File: src/include/am_defines.svh
// ----------------------------------------------------------
// alignment marker lock constants
// block and marker widths, lane count, period, thresholds
// ----------------------------------------------------------
`ifndef AM_DEFINES_SVH
`define AM_DEFINES_SVH

`define AM_BLOCK_LEN       66     // sync header + 64b payload
`define AM_MARKER_LEN      48     // M0..M2 and M4..M6, bip bytes skipped
`define AM_N_LANES         20     // pcs lanes, one marker each

// valid blocks from one marker to the next
`define AM_PERIOD_DEFAULT  16384

// lock hysteresis
`define AM_GOOD_TO_LOCK    2      // good in a row, finding one included
`define AM_BAD_TO_UNLOCK   4      // bad in a row while locked

`endif

File: src/verilog/pcs_block_pkg.sv
// ----------------------------------------------------------
// 64b/66b coded block types, payload seen as data or marker
// ----------------------------------------------------------
`default_nettype none
`include "am_defines.svh"

package pcs_block_pkg;

	typedef logic [1:0] sync_header_t;

	localparam sync_header_t SH_CTRL = 2'b10;   // control block, markers ride here
	localparam sync_header_t SH_DATA = 2'b01;

	// marker layout, M0 in the top byte
	typedef struct packed {
		logic [7:0] m0;
		logic [7:0] m1;
		logic [7:0] m2;
		logic [7:0] bip3;
		logic [7:0] m4;
		logic [7:0] m5;
		logic [7:0] m6;
		logic [7:0] bip7;
	} am_fields_t;

	typedef union packed {
		logic [`AM_BLOCK_LEN-3:0] raw;   // plain data view
		am_fields_t               am;    // marker view
	} block_payload_u;

	typedef struct packed {
		sync_header_t   sh;        // bits 65:64
		block_payload_u payload;
	} coded_block_t;

endpackage

`default_nettype wire
File: src/verilog/am_lock_pkg.sv
// ----------------------------------------------------------
// marker lock types, marker table and stage records
// ----------------------------------------------------------
`default_nettype none
`include "am_defines.svh"

package am_lock_pkg;

	typedef logic [4:0]               lane_id_t;
	typedef logic [`AM_N_LANES-1:0]   lane_mask_t;   // bit n = lane n
	typedef logic [`AM_MARKER_LEN-1:0] am_value_t;

	// {M0,M1,M2,M4,M5,M6} per pcs lane
	localparam am_value_t AM_MARKERS [`AM_N_LANES] = '{
		48'hC168213E97DE, 48'h9D718E628E71, 48'h594BE8A6B417, 48'h4D957BB26A84,
		48'hF507090AF8F6, 48'hDD14C222EB3D, 48'h9A4A2665B5D9, 48'h7B456684BA99,
		48'hA024765FDB89, 48'h68C9FB973604, 48'hFD6C99029366, 48'hB99155466EAA,
		48'h5CB9B2A3464D, 48'h1AF8BDE50742, 48'h83C7CA7C3835, 48'h3536CDCAC932,
		48'hC4314C3BCEB3, 48'hADD6B7522948, 48'h5F662AA099D5, 48'hC0F0E53F0F1A
	};

	typedef enum logic [1:0] {
		FIND   = 2'd0,   // any lane accepted
		VERIFY = 2'd1,   // lane picked, waiting on second marker
		LOCKED = 2'd2
	} lock_state_t;

	// capture -> compare -> lock fsm
	typedef struct packed {
		logic                        valid;
		logic                        candidate;   // ctrl header seen
		logic                        hit;
		lane_id_t                    lane;
		pcs_block_pkg::coded_block_t block;
	} am_match_t;

	// lock fsm -> output -> top port
	typedef struct packed {
		logic                        valid;
		pcs_block_pkg::coded_block_t block;
		logic                        am_flag;
		logic                        lock;
		lane_id_t                    lane;
	} am_lane_out_t;

endpackage

`default_nettype wire

File: src/verilog/am_block_capture.sv
// ----------------------------------------------------------
// input register, tags control-header blocks as candidates
// ----------------------------------------------------------
`timescale 1ns/1ps
`default_nettype none

module am_block_capture
(
	input  wire                          i_clock,
	input  wire                          i_reset,
	input  wire                          i_valid,
	input  pcs_block_pkg::coded_block_t  i_block,
	output am_lock_pkg::am_match_t       o_cand
);

	import pcs_block_pkg::*;

	logic         cand_valid;
	logic         cand_flag;
	coded_block_t cand_block;

	// control state
	always_ff @(posedge i_clock)
	begin
		if (i_reset)
		begin
			cand_valid <= 1'b0;
			cand_flag  <= 1'b0;
		end
		else
		begin
			cand_valid <= i_valid;
			cand_flag  <= i_valid && (i_block.sh == SH_CTRL);   // data header never a marker
		end
	end

	// payload, taken every cycle
	always_ff @(posedge i_clock)
	begin
		cand_block <= i_block;
	end

	always_comb
	begin
		o_cand.valid     = cand_valid;
		o_cand.candidate = cand_flag;
		o_cand.hit       = 1'b0;   // filled in by compare
		o_cand.lane      = '0;
		o_cand.block     = cand_block;
	end

endmodule

`default_nettype wire

File: src/verilog/am_lock_fsm.sv
// ----------------------------------------------------------
// marker lock machine: period counter, good/bad counts,
// find/verify/locked states and search mask
// ----------------------------------------------------------
`timescale 1ns/1ps
`default_nettype none
`include "am_defines.svh"

module am_lock_fsm
#(
	parameter int p_am_period = `AM_PERIOD_DEFAULT
)
(
	input  wire                       i_clock,
	input  wire                       i_reset,
	input  am_lock_pkg::am_match_t    i_match,
	output am_lock_pkg::lane_mask_t   o_search_mask,
	output am_lock_pkg::am_lane_out_t o_out
);

	import am_lock_pkg::*;

	localparam int lp_cnt_w  = $clog2(p_am_period);
	localparam int lp_good_w = $clog2(`AM_GOOD_TO_LOCK + 1);
	localparam int lp_bad_w  = $clog2(`AM_BAD_TO_UNLOCK + 1);
	localparam lane_mask_t lp_mask_all = '1;

	lock_state_t                 state;
	logic [lp_cnt_w-1:0]         period_cnt;   // valid blocks since last marker slot
	logic [lp_good_w-1:0]        good_cnt;
	logic [lp_bad_w-1:0]         bad_cnt;
	lane_id_t                    lane_q;       // lane being tracked
	lane_mask_t                  search_mask;
	logic                        at_expected;
	logic                        out_valid;
	logic                        out_flag;
	logic                        out_lock;
	pcs_block_pkg::coded_block_t out_block;

	// p_am_period valid blocks after the last marker
	assign at_expected = (period_cnt == lp_cnt_w'(p_am_period - 1));

	always_ff @(posedge i_clock)
	begin
		if (i_reset)
		begin
			state       <= FIND;
			search_mask <= lp_mask_all;
			period_cnt  <= '0;
			good_cnt    <= '0;
			bad_cnt     <= '0;
			lane_q      <= '0;
			out_valid   <= 1'b0;
			out_flag    <= 1'b0;
			out_lock    <= 1'b0;
		end
		else
		begin
			out_valid <= i_match.valid;
			out_flag  <= 1'b0;   // pulses only on accepted markers
			if (i_match.valid)   // idle cycles freeze everything
			begin
				period_cnt <= period_cnt + 1'b1;
				case (state)
					FIND:
					begin
						if (i_match.hit)
						begin
							lane_q      <= i_match.lane;
							search_mask <= lane_mask_t'(1) << i_match.lane;   // narrow to this lane
							period_cnt  <= '0;
							good_cnt    <= lp_good_w'(1);   // finding marker counts
							bad_cnt     <= '0;
							out_flag    <= 1'b1;
							state       <= VERIFY;
						end
					end
					VERIFY:
					begin
						if (at_expected)
						begin
							period_cnt <= '0;
							if (i_match.hit)
							begin
								out_flag <= 1'b1;
								if (good_cnt == lp_good_w'(`AM_GOOD_TO_LOCK - 1))
								begin
									state    <= LOCKED;
									bad_cnt  <= '0;
									out_lock <= 1'b1;
								end
								else
									good_cnt <= good_cnt + 1'b1;
							end
							else
							begin
								// marker missing, start over
								state       <= FIND;
								search_mask <= lp_mask_all;
							end
						end
					end
					LOCKED:
					begin
						if (at_expected)
						begin
							period_cnt <= '0;   // keep slot grid even on a miss
							if (i_match.hit)
							begin
								bad_cnt  <= '0;
								out_flag <= 1'b1;
							end
							else if (bad_cnt == lp_bad_w'(`AM_BAD_TO_UNLOCK - 1))
							begin
								state       <= FIND;
								search_mask <= lp_mask_all;
								out_lock    <= 1'b0;
							end
							else
								bad_cnt <= bad_cnt + 1'b1;
						end
					end
					default:
					begin
						state       <= FIND;
						search_mask <= lp_mask_all;
						out_lock    <= 1'b0;
					end
				endcase
			end
		end
	end

	always_ff @(posedge i_clock)
	begin
		out_block <= i_match.block;
	end

	assign o_search_mask = search_mask;

	always_comb
	begin
		o_out.valid   = out_valid;
		o_out.block   = out_block;
		o_out.am_flag = out_flag;
		o_out.lock    = out_lock;
		o_out.lane    = lane_q;   // last found lane, kept through unlock
	end

endmodule

`default_nettype wire

File: src/verilog/am_lock_output.sv
// ----------------------------------------------------------
// output register for block, marker flag, lock and lane
// ----------------------------------------------------------
`timescale 1ns/1ps
`default_nettype none

module am_lock_output
(
	input  wire                       i_clock,
	input  wire                       i_reset,
	input  am_lock_pkg::am_lane_out_t i_out,
	output am_lock_pkg::am_lane_out_t o_lane
);

	am_lock_pkg::am_lane_out_t lane_q;

	always_ff @(posedge i_clock)
	begin
		if (i_reset)
		begin
			lane_q.valid   <= 1'b0;
			lane_q.am_flag <= 1'b0;
			lane_q.lock    <= 1'b0;
			lane_q.lane    <= '0;
		end
		else
		begin
			lane_q.valid   <= i_out.valid;
			lane_q.am_flag <= i_out.valid && i_out.am_flag;   // no flag on idle cycles
			lane_q.lock    <= i_out.lock;
			lane_q.lane    <= i_out.lane;
		end
	end

	always_ff @(posedge i_clock)
	begin
		lane_q.block <= i_out.block;
	end

	assign o_lane = lane_q;

endmodule

`default_nettype wire

File: src/verilog/am_lock_top.sv
// ----------------------------------------------------------
// alignment marker lock for one pcs lane
// capture, compare, lock fsm and output register in a row
// ----------------------------------------------------------
`timescale 1ns/1ps
`default_nettype none
`include "am_defines.svh"

module am_lock_top
#(
	parameter int p_am_period = `AM_PERIOD_DEFAULT
)
(
	input  wire                         i_clock,
	input  wire                         i_reset,
	input  wire                         i_valid,
	input  pcs_block_pkg::coded_block_t i_block,
	output am_lock_pkg::am_lane_out_t   o_lane
);

	am_lock_pkg::am_match_t    cand;          // stage 1 out
	am_lock_pkg::am_match_t    match;         // stage 2 out
	am_lock_pkg::lane_mask_t   search_mask;   // fed back from fsm
	am_lock_pkg::am_lane_out_t fsm_out;       // stage 3 out

	am_block_capture u_capture
	(
		.i_clock (i_clock),
		.i_reset (i_reset),
		.i_valid (i_valid),
		.i_block (i_block),
		.o_cand  (cand)
	);

	am_marker_compare u_compare
	(
		.i_clock       (i_clock),
		.i_reset       (i_reset),
		.i_cand        (cand),
		.i_search_mask (search_mask),
		.o_match       (match)
	);

	am_lock_fsm
	#(
		.p_am_period (p_am_period)
	)
	u_lock_fsm
	(
		.i_clock       (i_clock),
		.i_reset       (i_reset),
		.i_match       (match),
		.o_search_mask (search_mask),
		.o_out         (fsm_out)
	);

	am_lock_output u_output
	(
		.i_clock (i_clock),
		.i_reset (i_reset),
		.i_out   (fsm_out),
		.o_lane  (o_lane)
	);

endmodule

`default_nettype wire

File: src/verilog/am_marker_compare.sv
// ----------------------------------------------------------
// compares a candidate block against the masked marker table
// and registers the lowest matching lane
// ----------------------------------------------------------
`timescale 1ns/1ps
`default_nettype none
`include "am_defines.svh"

module am_marker_compare
(
	input  wire                      i_clock,
	input  wire                      i_reset,
	input  am_lock_pkg::am_match_t   i_cand,
	input  am_lock_pkg::lane_mask_t  i_search_mask,
	output am_lock_pkg::am_match_t   o_match
);

	import am_lock_pkg::*;

	pcs_block_pkg::am_fields_t am_view;
	am_value_t                 am_value;
	lane_mask_t                match_vec;     // one bit per table entry
	logic                      any_match;
	lane_id_t                  match_lane;
	am_match_t                 match_q;

	// marker view of the payload, bip bytes dropped
	assign am_view  = i_cand.block.payload.am;
	assign am_value = {am_view.m0, am_view.m1, am_view.m2,
		am_view.m4, am_view.m5, am_view.m6};

	always_comb
	begin
		for (int i = 0; i < `AM_N_LANES; i++)
		begin
			match_vec[i] = i_search_mask[i] && (am_value == AM_MARKERS[i]);
		end
	end

	// lowest lane wins, walk down so the last write is the lowest
	always_comb
	begin
		match_lane = '0;
		for (int i = `AM_N_LANES - 1; i >= 0; i--)
		begin
			if (match_vec[i])
				match_lane = lane_id_t'(i);
		end
	end

	assign any_match = i_cand.candidate && (|match_vec);   // header gate

	always_ff @(posedge i_clock)
	begin
		if (i_reset)
		begin
			match_q.valid     <= 1'b0;
			match_q.candidate <= 1'b0;
			match_q.hit       <= 1'b0;
			match_q.lane      <= '0;
		end
		else
		begin
			match_q.valid     <= i_cand.valid;
			match_q.candidate <= i_cand.candidate;
			match_q.hit       <= any_match;
			match_q.lane      <= any_match ? match_lane : '0;
		end
	end

	always_ff @(posedge i_clock)
	begin
		match_q.block <= i_cand.block;   // no reset on payload
	end

	assign o_match = match_q;

endmodule

`default_nettype wire

File: config.mk
export PLATFORM = sky130hd
export DESIGN_NAME = am_lock_top
export DESIGN_NICKNAME = d
export VERILOG_FILES = /design/src/verilog/pcs_block_pkg.sv /design/src/verilog/am_lock_pkg.sv /design/src/verilog/am_block_capture.sv /design/src/verilog/am_lock_fsm.sv /design/src/verilog/am_lock_output.sv /design/src/verilog/am_lock_top.sv /design/src/verilog/am_marker_compare.sv
export VERILOG_INCLUDE_DIRS = /design/src /design/src/include
export SDC_FILE = /design/constraint.sdc
export NUM_CORES = 1
export LEC_CHECK = 0
export CAP_MARGIN = 20
export CORE_MARGIN = 8
export CORE_UTILIZATION = 50
export CTS_CLUSTER_SIZE = 12
export DETAILED_ROUTE_END_ITERATION = 10
export DONT_BUFFER_PORTS = 1
export PLACE_DENSITY_LB_ADDON = 0.2
export SYNTH_ARGS = -nofsm -noshare
export SYNTH_HDL_FRONTEND = slang
export SYNTH_HIERARCHICAL = 1
export SYNTH_SLANG_ARGS = --single-unit
File: constraint.sdc
create_clock -name i_clock -period 3.9 [get_ports i_clock]
set_clock_uncertainty 0.05 [all_clocks]
set_input_delay 0.195 -clock i_clock [delete_from_list [all_inputs] [get_ports i_clock]]
set_output_delay 0.195 -clock i_clock [all_outputs]
set_load 0.01 [all_outputs]
==> Word level (Yosys, flattened, before mapping) <==
Index checks and enable logic that the tools add are counted.
{ "classes": {"n_addsub": 3, "n_eq_ne": 37, "shift": 1, "mux": 59, "bitwise_logic": 3, "reduce_logical": 40} }
{ "ops": {"columns": ["cell", "n"], "rows": [
  ["$eq 48x48->1 const B", 12],
  ["$eq 48x47->1 const B", 6],
  ["$mux 20", 6],
  ["$pmux 20 s3", 1],
  ["$eq 48x45->1 const B", 1],
  ["$eq 48x46->1 const B", 1],
  ["$mux 3", 11],
  ["$mux 4", 8],
  ["$mux 14", 2],
  ["$pmux 14 s2", 1],
  ["$mux 2", 12],
  ["$logic_and 1x1->1", 23],
  ["$mux 5", 4],
  ["$reduce_or 20->1", 1],
  ["$shl 1x5->20 const A", 1],
  ["$reduce_or 18->1", 1],
  ["$reduce_and 8->1", 2],
  ["$add 14x1->14 const B", 1],
  ["$eq 14x14->1 const B", 1],
  ["$reduce_and 7->1", 2],
  ["$ne 2x2->1 const B", 5],
  ["$reduce_or 10->1", 1],
  ["$mux 1", 9],
  ["$pmux 3 s3", 1],
  ["other kinds (22)", 30]
]} }
{ "totals": {"regBits": 330, "out_inout_bits": 74, "wordCells": 173} }

==> Depth between registers and ports, before layout <==
Gate-level depths: netlist (run 1).
{ "logic_depth": {"word_depth": 21, "ltp_mapped": 9, "depth_no_buf": 7} }

==> Modules after synthesis <==
Netlist (run 1), hierarchy kept.
{ "modules_own_cells": {"columns": ["module", "instances", "cells_each", "area_each_um2", "seq_area_each_um2"], "rows": [
  ["am_lock_fsm", 1, 368, 3793.6, 2302.2],
  ["am_marker_compare", 1, 240, 2852.7, 1481.4],
  ["am_lock_output", 1, 82, 1552.7, 1481.4],
  ["am_block_capture", 1, 79, 1446.4, 1361.3]
]} }

==> Worst setup path before layout (run 1) <==
OpenSTA, ideal clock, no wires.
{ "synth_timing": {"kind": "flip-flop to flip-flop", "from": "register u_capture.cand_block (netlist bit u_capture/o_cand[57])", "to": "register u_compare.match_q (netlist bit u_compare/o_match[66])", "setup_ps": 126, "arrival_ps": 1603, "setup_slack_ps": 2122, "stages_incl_launch_ff": 8, "path_buffers": 1, "synth_period_minus_slack_ps": 1778, "cell_sequence": "dfxtp_1 -> and4bb_1 -> buf_6 -> nand4_2 -> nor4_2 -> or4_4 -> a2111oi_4 -> a21oi_2"} }
{ "synth_between": {"elab_chain_len": 21, "word_cells_on_any_way": 63, "cone_classes": "eq/ne: 20; mux: 19; bitwise: 1; reduce/logical: 23"} }
{ "synth_lines": {"columns": ["element", "line_no", "source"], "rows": [
  ["from (decl)", "am_block_capture.sv:20", "coded_block_t cand_block;"],
  ["from (signal assigned)", "am_block_capture.sv:40", "cand_block <= i_block;"],
  ["$eq 48x48->1", "am_marker_compare.sv:36", "match_vec[i] = i_search_mask[i] && (am_value == AM_MARKERS[i]);"],
  ["$logic_and 1x1->1", "am_marker_compare.sv:36", null],
  ["$mux 5 (4 in a row)", "am_marker_compare.sv:46", "if (match_vec[i])"],
  ["$mux 4 (8 in a row)", "am_marker_compare.sv:46", null],
  ["$mux 3 (4 in a row)", "am_marker_compare.sv:46", null],
  ["$mux 2 (2 in a row)", "am_marker_compare.sv:46", null],
  ["$mux 1", "am_marker_compare.sv:46", null],
  ["to (decl)", "am_marker_compare.sv:25", "am_match_t match_q;"]
]} }
Several ways; a longest one is shown, not always the timed one.
A chain may end at the register's enable or synchronous reset.

==> Worst setup path after layout (run 1) <==
{ "layout_timing": {"from": "register u_lock_fsm.state[1]", "to": "register u_lock_fsm.state[0]"} }
{ "layout_between": {"elab_chain_len": 3, "word_cells_on_any_way": 11, "cone_classes": "eq/ne: 8; mux: 1; reduce/logical: 2"} }
{ "layout_lines": {"columns": ["element", "line_no", "source"], "rows": [
  ["from (decl)", "am_lock_fsm.sv:28", "lock_state_t state;"],
  ["from (signal assigned)", "am_lock_fsm.sv:47", "state <= FIND;"],
  ["from (signal assigned)", "am_lock_fsm.sv:75", "state <= VERIFY;"],
  ["from (signal assigned)", "am_lock_fsm.sv:88", "state <= LOCKED;"],
  ["$eq 2x1->1, or another cell as far along", "am_lock_fsm.sv:64", "case (state)"],
  ["$ne 3x2->1 (no line), or another cell as far along", null, null],
  ["$reduce_and 7->1 (no line)", null, null]
]} }
Several ways; a longest one is shown, not always the timed one.

==> results of run 1 <==
-- path summary, 6_finish.rpt --
path                                                       start                               end  slack [ns]  depth (start not counted)
worst max-delay path            u_lock_fsm/state[1]$_SDFFE_PP0P_  u_lock_fsm/state[0]$_SDFFE_PP0P_        1.28                          8
worst min register to register      u_lock_fsm/o_out[43]$_DFF_P_       u_output/o_lane[43]$_DFF_P_        0.27                          0
worst max register to register  u_lock_fsm/state[1]$_SDFFE_PP0P_  u_lock_fsm/state[0]$_SDFFE_PP0P_        1.28                          8
worst min-delay path                                  i_block[3]       u_capture/o_cand[3]$_DFF_P_        0.21                          1
-- sequential cells by signal, summed over array words and instances (netlist names), 2 cells and up --
signal,flops
u_output/o_lane,74
u_compare/o_match,73
u_capture/o_cand,66
u_lock_fsm/o_out,66
u_lock_fsm/o_search_mask,20
u_lock_fsm/period_cnt,14
u_lock_fsm/lane_q,5
u_lock_fsm/bad_cnt,3
u_lock_fsm/good_cnt,2
u_lock_fsm/state,2
-- through the flow --
stage	cell area, um^2	hold slack [ns]	cells
6_report	11400	0.208	1082
5_1_grt	11400	0.189	1082
4_1_cts	11400	0.179	1082
3_3_place_gp	9720	0.173	968
2_1_floorplan	9580	0.173	761
3_5_place_dp	9720	0.173	968
-- cell type report --
type,count,area share (%)
flip-flops and latches,330,58.0
multi-input cells,389,24.2
clock buffers,41,8.23
repair buffers,71,6.37
well taps,234,2.57
inverters,14,0.461
clock inverters,3,0.187
-- per-layer routing --
layer,GRT usage (%),vias to the layer above
met5,0,-
met3,4.63,42
met1,19.7,2747
li1,-,2835
met2,30.0,182
met4,5.79,0
-- power groups by stage --
stage                     registers [mW]  clock network (mW)  logic, mW
after floorplan                     3.65                   0     0.0516
after global placement              3.67                   0     0.0545
after detailed placement            3.68                   0     0.0536
after CTS                           3.61                2.89      0.124
after global routing                3.62                3.04      0.132
final                               3.60                2.81      0.124
-- timing repair --
item                      4_1_cts  5_1_grt
hold endpoints to repair      124        0
gates resized for setup         0        0
hold buffers                   70        0
==> results.txt, run 1 <==
* Run status: complete, no violations
* Setup repair after global routing missed its margin: false
- Min setup slack post-route: 1.28 ns
- In the layout the commonest cells are 330 x sky130_fd_sc_hd__dfxtp_1, 69 x sky130_fd_sc_hd__dlygate4sd3_1, 54 x sky130_fd_sc_hd__nor2_1.
- Number of sinks handled by clock tree synthesis: 330
- Summed over all layers, the global routing overflow is 0.
- Average wire length per cell after detail routing: 19.3 um
- DRC Markers: 0
* Nature of the critical path endpoint: flop
- DP Wirelength: 14.9 mm
- Portion of total power attributed to the clock network: 43.0%
- Ys Warns: 6
- The congestion estimate from routability-driven global placement came to 0.926.
* Number of fillers in the final layout: 1,469
- Summing all flip-flop and latch instances after layout gives 0.00661 mm^2.
- Combinational logic is responsible for 1.9% of the overall power.
- Internal power comes to 5.27 mW.
* Max-capacitance violation count: 0
* Pin count of the biggest net entering global routing: 70
- Clock transition at the registers of the reported paths: 0.06 ns
- Area of the die: around 0.024 mm^2
- Most common cell after layout, fill and taps aside: sky130_fd_sc_hd__dfxtp_1
- Area occupied by multi-input gates: 0.00276 mm^2
* Largest vdd supply drop: 0.376 mV
- The routed design has 20.9 mm of wire.
* Stage delay of the slowest cell on the critical path: 0.55 ns
- Net count after synthesis: 839
- The count of final hold-check violations came to 0.
* Number of antenna violations at the first check in global routing: 0
- Top-level I/O count: 143
* Number of buffer and inverter instances along the worst setup path: 2
- Upper clock frequency limit: 382 MHz
* Setup Viol. Count Final: 0
- Count of pins over their slew limit: 0
* Time the worst path needs with I/O delays and setup: 2.62 ns
* Number of standard-cell rows in the floorplan: 50
* Highest fanout seen on the critical path: 8
- For this block, the via count after detailed routing is 5,806.
- Total power draw: 6.54 mW
- The initial utilization of the core area, before any placement, comes to 51.0%.
- Number of nets with antenna violations after routing: 0
- Cell with the largest stage delay on the worst path: sky130_fd_sc_hd__dlygate4sd3_1
- CTS Root Cell: sky130_fd_sc_hd__clkbuf_16
- Compared with the post-synthesis result, the final layout area differs by 19.0%.
* TritonCTS clock tree: built
- STA classifies the critical path startpoint as a flop.
- After clock tree synthesis, the setup repair step added 0 buffers.
- Utilization after layout: 60.7%
* PortBufs: 0
- Cell type group with the largest total delay on the critical path: buffers and inverters
- Post-placement worst setup slack: approximately 1.3 ns
* Net count reported at finish: 918
- Synthesis handed over a netlist of between 700 and 800 instances.
- Reported net switching power: approximately 1.3 mW
- In this run the mean area of a mapped cell was 12.6 um^2.
* Worst setup path class: reg2reg
* Leakage power total: 4.42 nW
- Areal power density over the cells: 574 mW/mm^2
- Clock buffer depth: 3
- From bottom edge to top edge, the die measures 154 um.
* Maximum level of the CTS H-tree: 2
- Critical path, cell by cell: inv_1 > ha_1 > nor2_1 > a41oi_1 > a211oi_1 > mux2i_1 > nor2_1 > dlygate4sd3_1
- Worst min-delay path category: in2reg
- The routed design uses 1.27 mm of met3 wire.
* Signal arrival time at the worst endpoint: 2.95 ns
- Clock network latency to the later pin of the worst-skew pair: 0.49 ns
* Placeable core region: around 0.019 mm^2
- The detailed router put a total of 8.81 mm of wire on met1.
- Transition time of the tightest slew-check pin: between 0.8 and 0.9 ns
* Proportion of layout cells with a drive suffix above 1: between 10% and 20%
- The repair_antennas step left the layout with diodes totalling 0.
* Switching part of the total: about a fifth
- GRT Resource Usage Total: ~17%
- Sequential cells burn between 50% and 60% of the power.
* Die outline width: 154 um
- Total length of routed met2 wires: 10.3 mm
- Crit share post-route: 67.1%
- Clock tree synthesis inserted a total of 34 buffers.
- Among the stages of the critical path, the cell type that occurs most often is sky130_fd_sc_hd__nor2_1.
- Highest metal layer with signal wires: met4
* Via density per instance: 5.37
* Cell area after synthesis: 0.00958 mm^2
* First-pass GRT wire length: around 32 mm
- Setup TNS Final: 0 ns
- The detailed router finished its first iteration with 346 violations.
- Vias in the first global route: 5,991
* Worst slew margin relative to its limit: 45.6%
- Worst Path Required: roughly 4.2 ns
* Detailed Routing Iterations Pass 1: 5
(Power assumes the default switching activity.)
==> run 2, diff against run 1 <==
clock period = 2.63 ns   (was 3.9 ns; I/O delays follow)
==> results.txt, run 2 (synthesis results as in run 1) <==
- Adding up every negative setup slack in the final design gives 0 ns.
- Area of the die: 0.0238 mm^2
* Minimum setup slack among reg-to-reg paths: 0.44 ns
* Worst setup path class: reg2reg
- Total power draw: around 9.9 mW
- The placed instances occupy a cell area of 0.00974 mm^2.
- Measured against its own limit, the worst slew margin works out to 56.3%.
- Clock network latency to the later pin of the worst-skew pair: 0.49 ns
* TritonCTS clock tree: built
- Summed over all layers, the global routing overflow is 0.
- The worst setup path is launched from a flop.
* Placeable core region: 0.0188 mm^2
- Cell type group with the largest total delay on the critical path: simple AND/OR/NAND/NOR gates
- The initialized floorplan defines 50 standard-cell rows.
* Count of pins over their slew limit: 0
- The number of buffers and inverters on the critical path is 0.
- Setup repair after global routing missed its margin: false
- After routing the design area is 0.0115 mm^2.
- In the routed design, unresolved DRC markers number 0.
- 0 antenna diodes ended up in the layout.
- From left edge to right edge, the die measures 154 um.
- Number of cells in the design after placement: about 1,000
- Startpoint of the most critical hold path: i_block[3]
- Largest vdd supply drop: 0.456 mV
- The worst path uses 83.1% of the clock period.
- Weighted congestion reported at the end of routability-driven placement: 0.908
- The analysis attributes to cell leakage a power of 4.45 nW.
* TritonCTS buffer count: 34
- Nature of the critical path endpoint: flop
- On the final layout, the worst hold slack is around 0.14 ns.
- Number of nets with antenna violations after routing: 0
- After the first detailed-routing iteration, the DRC count stood at 258.
- In this run the power density over the cells is 862 mW/mm^2.
- For the worst flop-to-flop path, the logic depth is 6.
- Setup violations remaining at the end of the flow were counted as 0.
* Most common cell after layout, fill and taps aside: sky130_fd_sc_hd__dfxtp_1
* First-pass GRT wire length: approximately 33 mm
* Critical path, cell by cell: and4bb_1 > nand4_2 > nor4_1 > a21oi_1 > and3_1 > a211oi_1
- The number of global-route vias before repair was 6,104.
- Average wire length per cell after detail routing: between 15 and 20 um
* Net count reported at finish: 921
- Highest fanout seen on the critical path: 7
* Min setup slack post-route: 0.444 ns
* Proportion of layout cells with a drive suffix above 1: 14.4%
* Cell with the largest stage delay on the worst path: sky130_fd_sc_hd__and4bb_1
- Data on the critical path is required at its endpoint by 2.97 ns.
- Layout Cells excl Fill: 1,084
* Post-placement worst setup slack: 0.474 ns
* Run status: complete, no violations
- Clock tree synthesis selected as its root buffer the cell sky130_fd_sc_hd__clkbuf_16.
- Number of sinks handled by clock tree synthesis: 330
- CTS built an H-tree with a depth of 2.
- At the worst endpoint, the arrival time is 2.52 ns.
- Relative area change from synthesis to final layout: 19.6%
- In this run the critical register-to-register path is captured at u_compare/o_match[67]$_SDFF_PP0_.
- In this run the critical register-to-register path is launched from u_capture/o_cand[57]$_DFF_P_.
- Clock buffer depth: 3
- Summed over all layers, the routed wires come to 21.2 mm.
- The worst hold path belongs to the class in2reg.
* Via count of the routed design: between 5,000 and 6,000
* GRT Resource Usage Total: 17.5%
* Max-capacitance violation count: 0
* Transition time of the tightest slew-check pin: 0.655 ns
- Once detailed placement completed, the half-perimeter wirelength came to 15.3 mm.
* Clock transition at the registers of the reported paths: 0.06 ns
- The initial antenna violation count was 0.
* Number of post-CTS setup repair buffers: 0
* Detailed Routing Iterations Pass 1: 5
* Upper clock frequency limit: between 400 and 500 MHz
* Pin count of the biggest net entering global routing: 70
* Time the worst path needs with I/O delays and setup: roughly 2.2 ns
* Number of instances resized during post-cts repair: 0
- Vertical die dimension: 154 um
- In the layout the commonest cells are 330 x sky130_fd_sc_hd__dfxtp_1, 69 x sky130_fd_sc_hd__dlygate4sd3_1, 54 x sky130_fd_sc_hd__nor2_1.
- Via density per instance: 5.45
- Top-level I/O count: 143
* Largest register FFs: 74
* Stage delay of the slowest cell on the critical path: 0.53 ns
- Utilization after layout: a little over 60%
- Endpoint of the worst hold-timing path: u_capture/o_cand[3]$_DFF_P_
* PortBufs: 0
- For this configuration, the core starts out at a cell density of between 50% and 60%.
- Hold repair after CTS inserted 70 buffers.
* Number of failing hold endpoints at the final stage: 0
- Number of cells on the worst hold path: 1
-- run 2: changes by cell type in the layout (fill, tap and decap cells not counted) --
cell,change
sky130_fd_sc_hd__buf_4,+3
sky130_fd_sc_hd__clkinvlp_4,-1
sky130_fd_sc_hd__clkbuf_1,-1
sky130_fd_sc_hd__clkbuf_8,-1
sky130_fd_sc_hd__bufinv_16,+2
-- run 2: worst max path at each step --
stage,end,cells after the start,start,slack [ns]
after floorplan,u_compare/o_match[66]$_SDFF_PP0_,7,u_capture/o_cand[57]$_DFF_P_,0.85
after global placement,u_compare/o_match[66]$_SDFF_PP0_,6,u_capture/o_cand[61]$_DFF_P_,0.49
after detailed placement,u_compare/o_match[70]$_SDFF_PP0_,5,u_capture/o_cand[61]$_DFF_P_,0.47
after CTS,u_compare/o_match[70]$_SDFF_PP0_,5,u_capture/o_cand[61]$_DFF_P_,0.43
after global routing,u_compare/o_match[70]$_SDFF_PP0_,5,u_capture/o_cand[61]$_DFF_P_,0.26
final,u_compare/o_match[67]$_SDFF_PP0_,6,u_capture/o_cand[57]$_DFF_P_,0.44
-- run 2: final cells by class --
type | count | area [um^2]
Timing Repair Buffer | 74 | 748
Inverter | 14 | 52.6
Sequential cell | 330 | 6610
Clock inverter | 4 | 73.8
Multi-Input combinational cell | 389 | 2760
Fill cell | 1443 | 7310
Clock buffer | 39 | 921
Tap cell | 234 | 293
-- run 2: where the power goes --
group | internal, mW | leakage, nW | switching, mW | total (mW)
registers | 5.22 | 2.76 | 0.122 | 5.35
clock network | 2.65 | 0.491 | 1.69 | 4.33
logic | 0.113 | 1.20 | 0.0748 | 0.188
total | 7.98 | 4.45 | 1.88 | 9.87
-- run 2: layer usage --
metal  routed length (um)  share of wire, %  track usage [%]  vias up
met3                 1390               6.5             4.63       54
met5                    0                 0                0        -
met1                 8690                41             19.8     2782
met4                  745               3.5             7.89        0
met2                10400                49             30.4      221
li1                     -                 -                -     2853
==> run 3, diff against run 2 <==
clock period = 1.8 ns   (was 2.63 ns; I/O delays follow)
==> results.txt, run 3 (synthesis results as in run 1) <==
* Signal arrival time at the worst endpoint: 2.45 ns
- Largest register FFs: 74
- Clock-pin slew was measured on the worst setup and hold paths at 0.06 ns.
* Iter 0 DRT Violations: 300
- Across the run, the number of max-cap violations was 0.
- The die is 154 um tall.
* Critical path, cell by cell: nor4bb_4 > buf_4 > nand4_1 > buf_4 > or4_4 > nand2b_2 > a2111oi_4 > a21oi_2
* Highest fanout seen on the critical path: 5
* Upper clock frequency limit: 486 MHz
- Once the floorplan was initialized, standard cells occupied 51.0% of the core.
* Worst min-delay path category: in2reg
- For this design the top-level I/O count stands at 143.
- Clock network latency to the later pin of the worst-skew pair: 0.50 ns
* PortBufs: 0
- The first global-routing pass estimated about 37 mm of wire.
* Portion of total power attributed to combinational logic: 2.5%
* Most common cell after layout, fill and taps aside: sky130_fd_sc_hd__dfxtp_1
- The die covers 0.0238 mm^2.
- Detailed Routing Iterations Pass 1: 5
* Nature of the critical path endpoint: flop
- Summed over all nets, the switching power comes to 2.94 mW.
* Setup Viol. Count Final: 23
- Setup TNS Final: -1.47 ns
- Net switching is 20.3% of the power.
- GRT Resource Usage Total: 19.9%
* Run status: finished, violations left
* Highest-count cells in the layout ignoring fill and taps: 317 x sky130_fd_sc_hd__dfxtp_1, 94 x sky130_fd_sc_hd__buf_4, 68 x sky130_fd_sc_hd__dlygate4sd3_1
* Transition time of the tightest slew-check pin: about 0.43 ns
- Portion of total power attributed to the clock network: 43.6%
- The floorplan has 50 rows.
* Number of antenna violations at the first check in global routing: 0
- No sink is reached through more buffers than the 3 on the longest clock path.
* Placeable core region: around 0.019 mm^2
- Vias in the first global route: 6,708
* Layout Cells excl Fill: 1,190
* Pin count of the biggest net entering global routing: 70
- The largest single stage delay on the critical path is 0.50 ns.
- Crit share post-route: 114%
* Number of failing hold endpoints at the final stage: 0
- Die outline width: 154 um
- Internal power: 11.6 mW
* Maximum level of the CTS H-tree: 2
- CTS saw 330 sinks.
- Average wire length per cell after detail routing: 21.0 um
- Weighted congestion reported at the end of routability-driven placement: 0.931
- Count of pins over their slew limit: 0
* Areal power density over the cells: 1130 mW/mm^2
- Worst slew margin relative to its limit: 71.3%
* Final wirelength: 25.0 mm
- The worst path in the final design needs a cycle of between 2 and 2.5 ns, including I/O delays and setup.
- Worst Path Required: 2.19 ns
- STA classifies the critical path startpoint as a flop.
* Largest vdd supply drop: 0.928 mV
* Min setup slack post-route: -0.259 ns
- Diode count: 0
- The tree is rooted in a sky130_fd_sc_hd__clkbuf_16.
- TritonCTS clock tree: built
- Power share of the sequential group: 53.9%
- In the final design database the tool counted approximately 1,000 nets.
- The cell that appears most often on the critical path is sky130_fd_sc_hd__buf_4.
- Violated checks: setup timing
* Cell with the largest stage delay on the worst path: sky130_fd_sc_hd__or4_4
* Number of buffer and inverter instances along the worst setup path: 2
- Number of cells in the design after placement: 1,059
- DRC Markers: 0
- Relative area change from synthesis to final layout: 34.4%
- Worst setup path class: reg2reg
- Post-route worst hold slack: 0.0834 ns
- Broken down by cell family, the worst path's largest delay share belongs to simple AND/OR/NAND/NOR gates.
- DP Wirelength: 17.3 mm
- The completed layout was analyzed and its total power is 14.5 mW.
- Leakage power total: a little over 5 nW
* Total congestion overflow after global routing: 0
- After detailed routing, the number of vias per cell comes to 5.38.
- Setup repair after global routing missed its margin: true
* Via count of the routed design: 6,407
- Proportion of layout cells with a drive suffix above 1: 32.8%
* Number of nets with antenna violations after routing: 0
* TritonCTS buffer count: 34
## run 3: worst paths after layout
kind / start / end / slack, ns / depth (start not counted)
min reg2reg: u_lock_fsm/o_out[57]$_DFF_P_ / u_output/o_lane[57]$_DFF_P_ / 0.27 / 0
max: u_capture/o_cand[61]$_DFF_P_ / u_compare/o_match[66]$_SDFF_PP0_ / -0.26 / 8
min: i_block[57] / u_capture/o_cand[57]$_DFF_P_ / 0.08 / 1
max reg2reg: u_capture/o_cand[61]$_DFF_P_ / u_compare/o_match[66]$_SDFF_PP0_ / -0.26 / 8
## run 3: worst register-to-register path, cell delays in order (launching register included)
cell	delay, ns
sky130_fd_sc_hd__dfxtp_2	0.35
sky130_fd_sc_hd__nor4bb_4	0.31
sky130_fd_sc_hd__buf_4	0.16
sky130_fd_sc_hd__nand4_1	0.17
sky130_fd_sc_hd__buf_4	0.19
sky130_fd_sc_hd__or4_4	0.50
sky130_fd_sc_hd__nand2b_2	0.11
sky130_fd_sc_hd__a2111oi_4	0.05
sky130_fd_sc_hd__a21oi_2	0.12
## run 3: per-layer routing
| layer | part of all wire (%) | global-route usage (%) | wire, um | up-vias |
|---|---|---|---|---|
| met1 | 41 | 23.0 | 10200 | 3085 |
| li1 | - | - | - | 3057 |
| met4 | 2.5 | 7.14 | 632 | 0 |
| met5 | 0 | 0 | 0 | - |
| met3 | 4.9 | 3.93 | 1220 | 57 |
| met2 | 52 | 35.9 | 13000 | 208 |
## run 3: repair_timing
item	CTS	global route
buffers inserted	7	4
endpoints found under the hold margin	129	0
gates cloned	0	5
pin swaps	10	20
setup endpoints to repair	42	45
hold buffers	69	0
gates resized for setup	58	74
## run 3: through the flow
stage | worst slack [ns] | utilization [%] | area [um^2]
after global placement | -0.325 | 55.5 | 10400
after floorplan | 0.0217 | - | 9580
after global routing | -0.343 | 68.6 | 12900
after CTS | -0.243 | 66.2 | 12400
final | -0.259 | 68.6 | 12900
after detailed placement | -0.336 | 55.5 | 10400
## run 3: power groups by stage
| stage | registers (mW) | logic, mW | clock network (mW) |
|---|---|---|---|
| 6_report | 7.81 | 0.356 | 6.32 |
| 5_1_grt | 7.85 | 0.376 | 6.80 |
| 4_1_cts | 7.82 | 0.347 | 6.44 |
| 3_5_place_dp | 7.97 | 0.180 | 0 |
| 3_3_place_gp | 7.95 | 0.182 | 0 |
| 2_1_floorplan | 7.91 | 0.112 | 0 |
## run 3: layout make-up
class                   count  area [um^2]
clock buffers              42          952
clock inverters             4         38.8
fillers                  1272         5900
inverters                  14         55.1
multi-input cells         389         3270
flip-flops and latches    330         6630
well taps                 234          293
repair buffers            177         1630
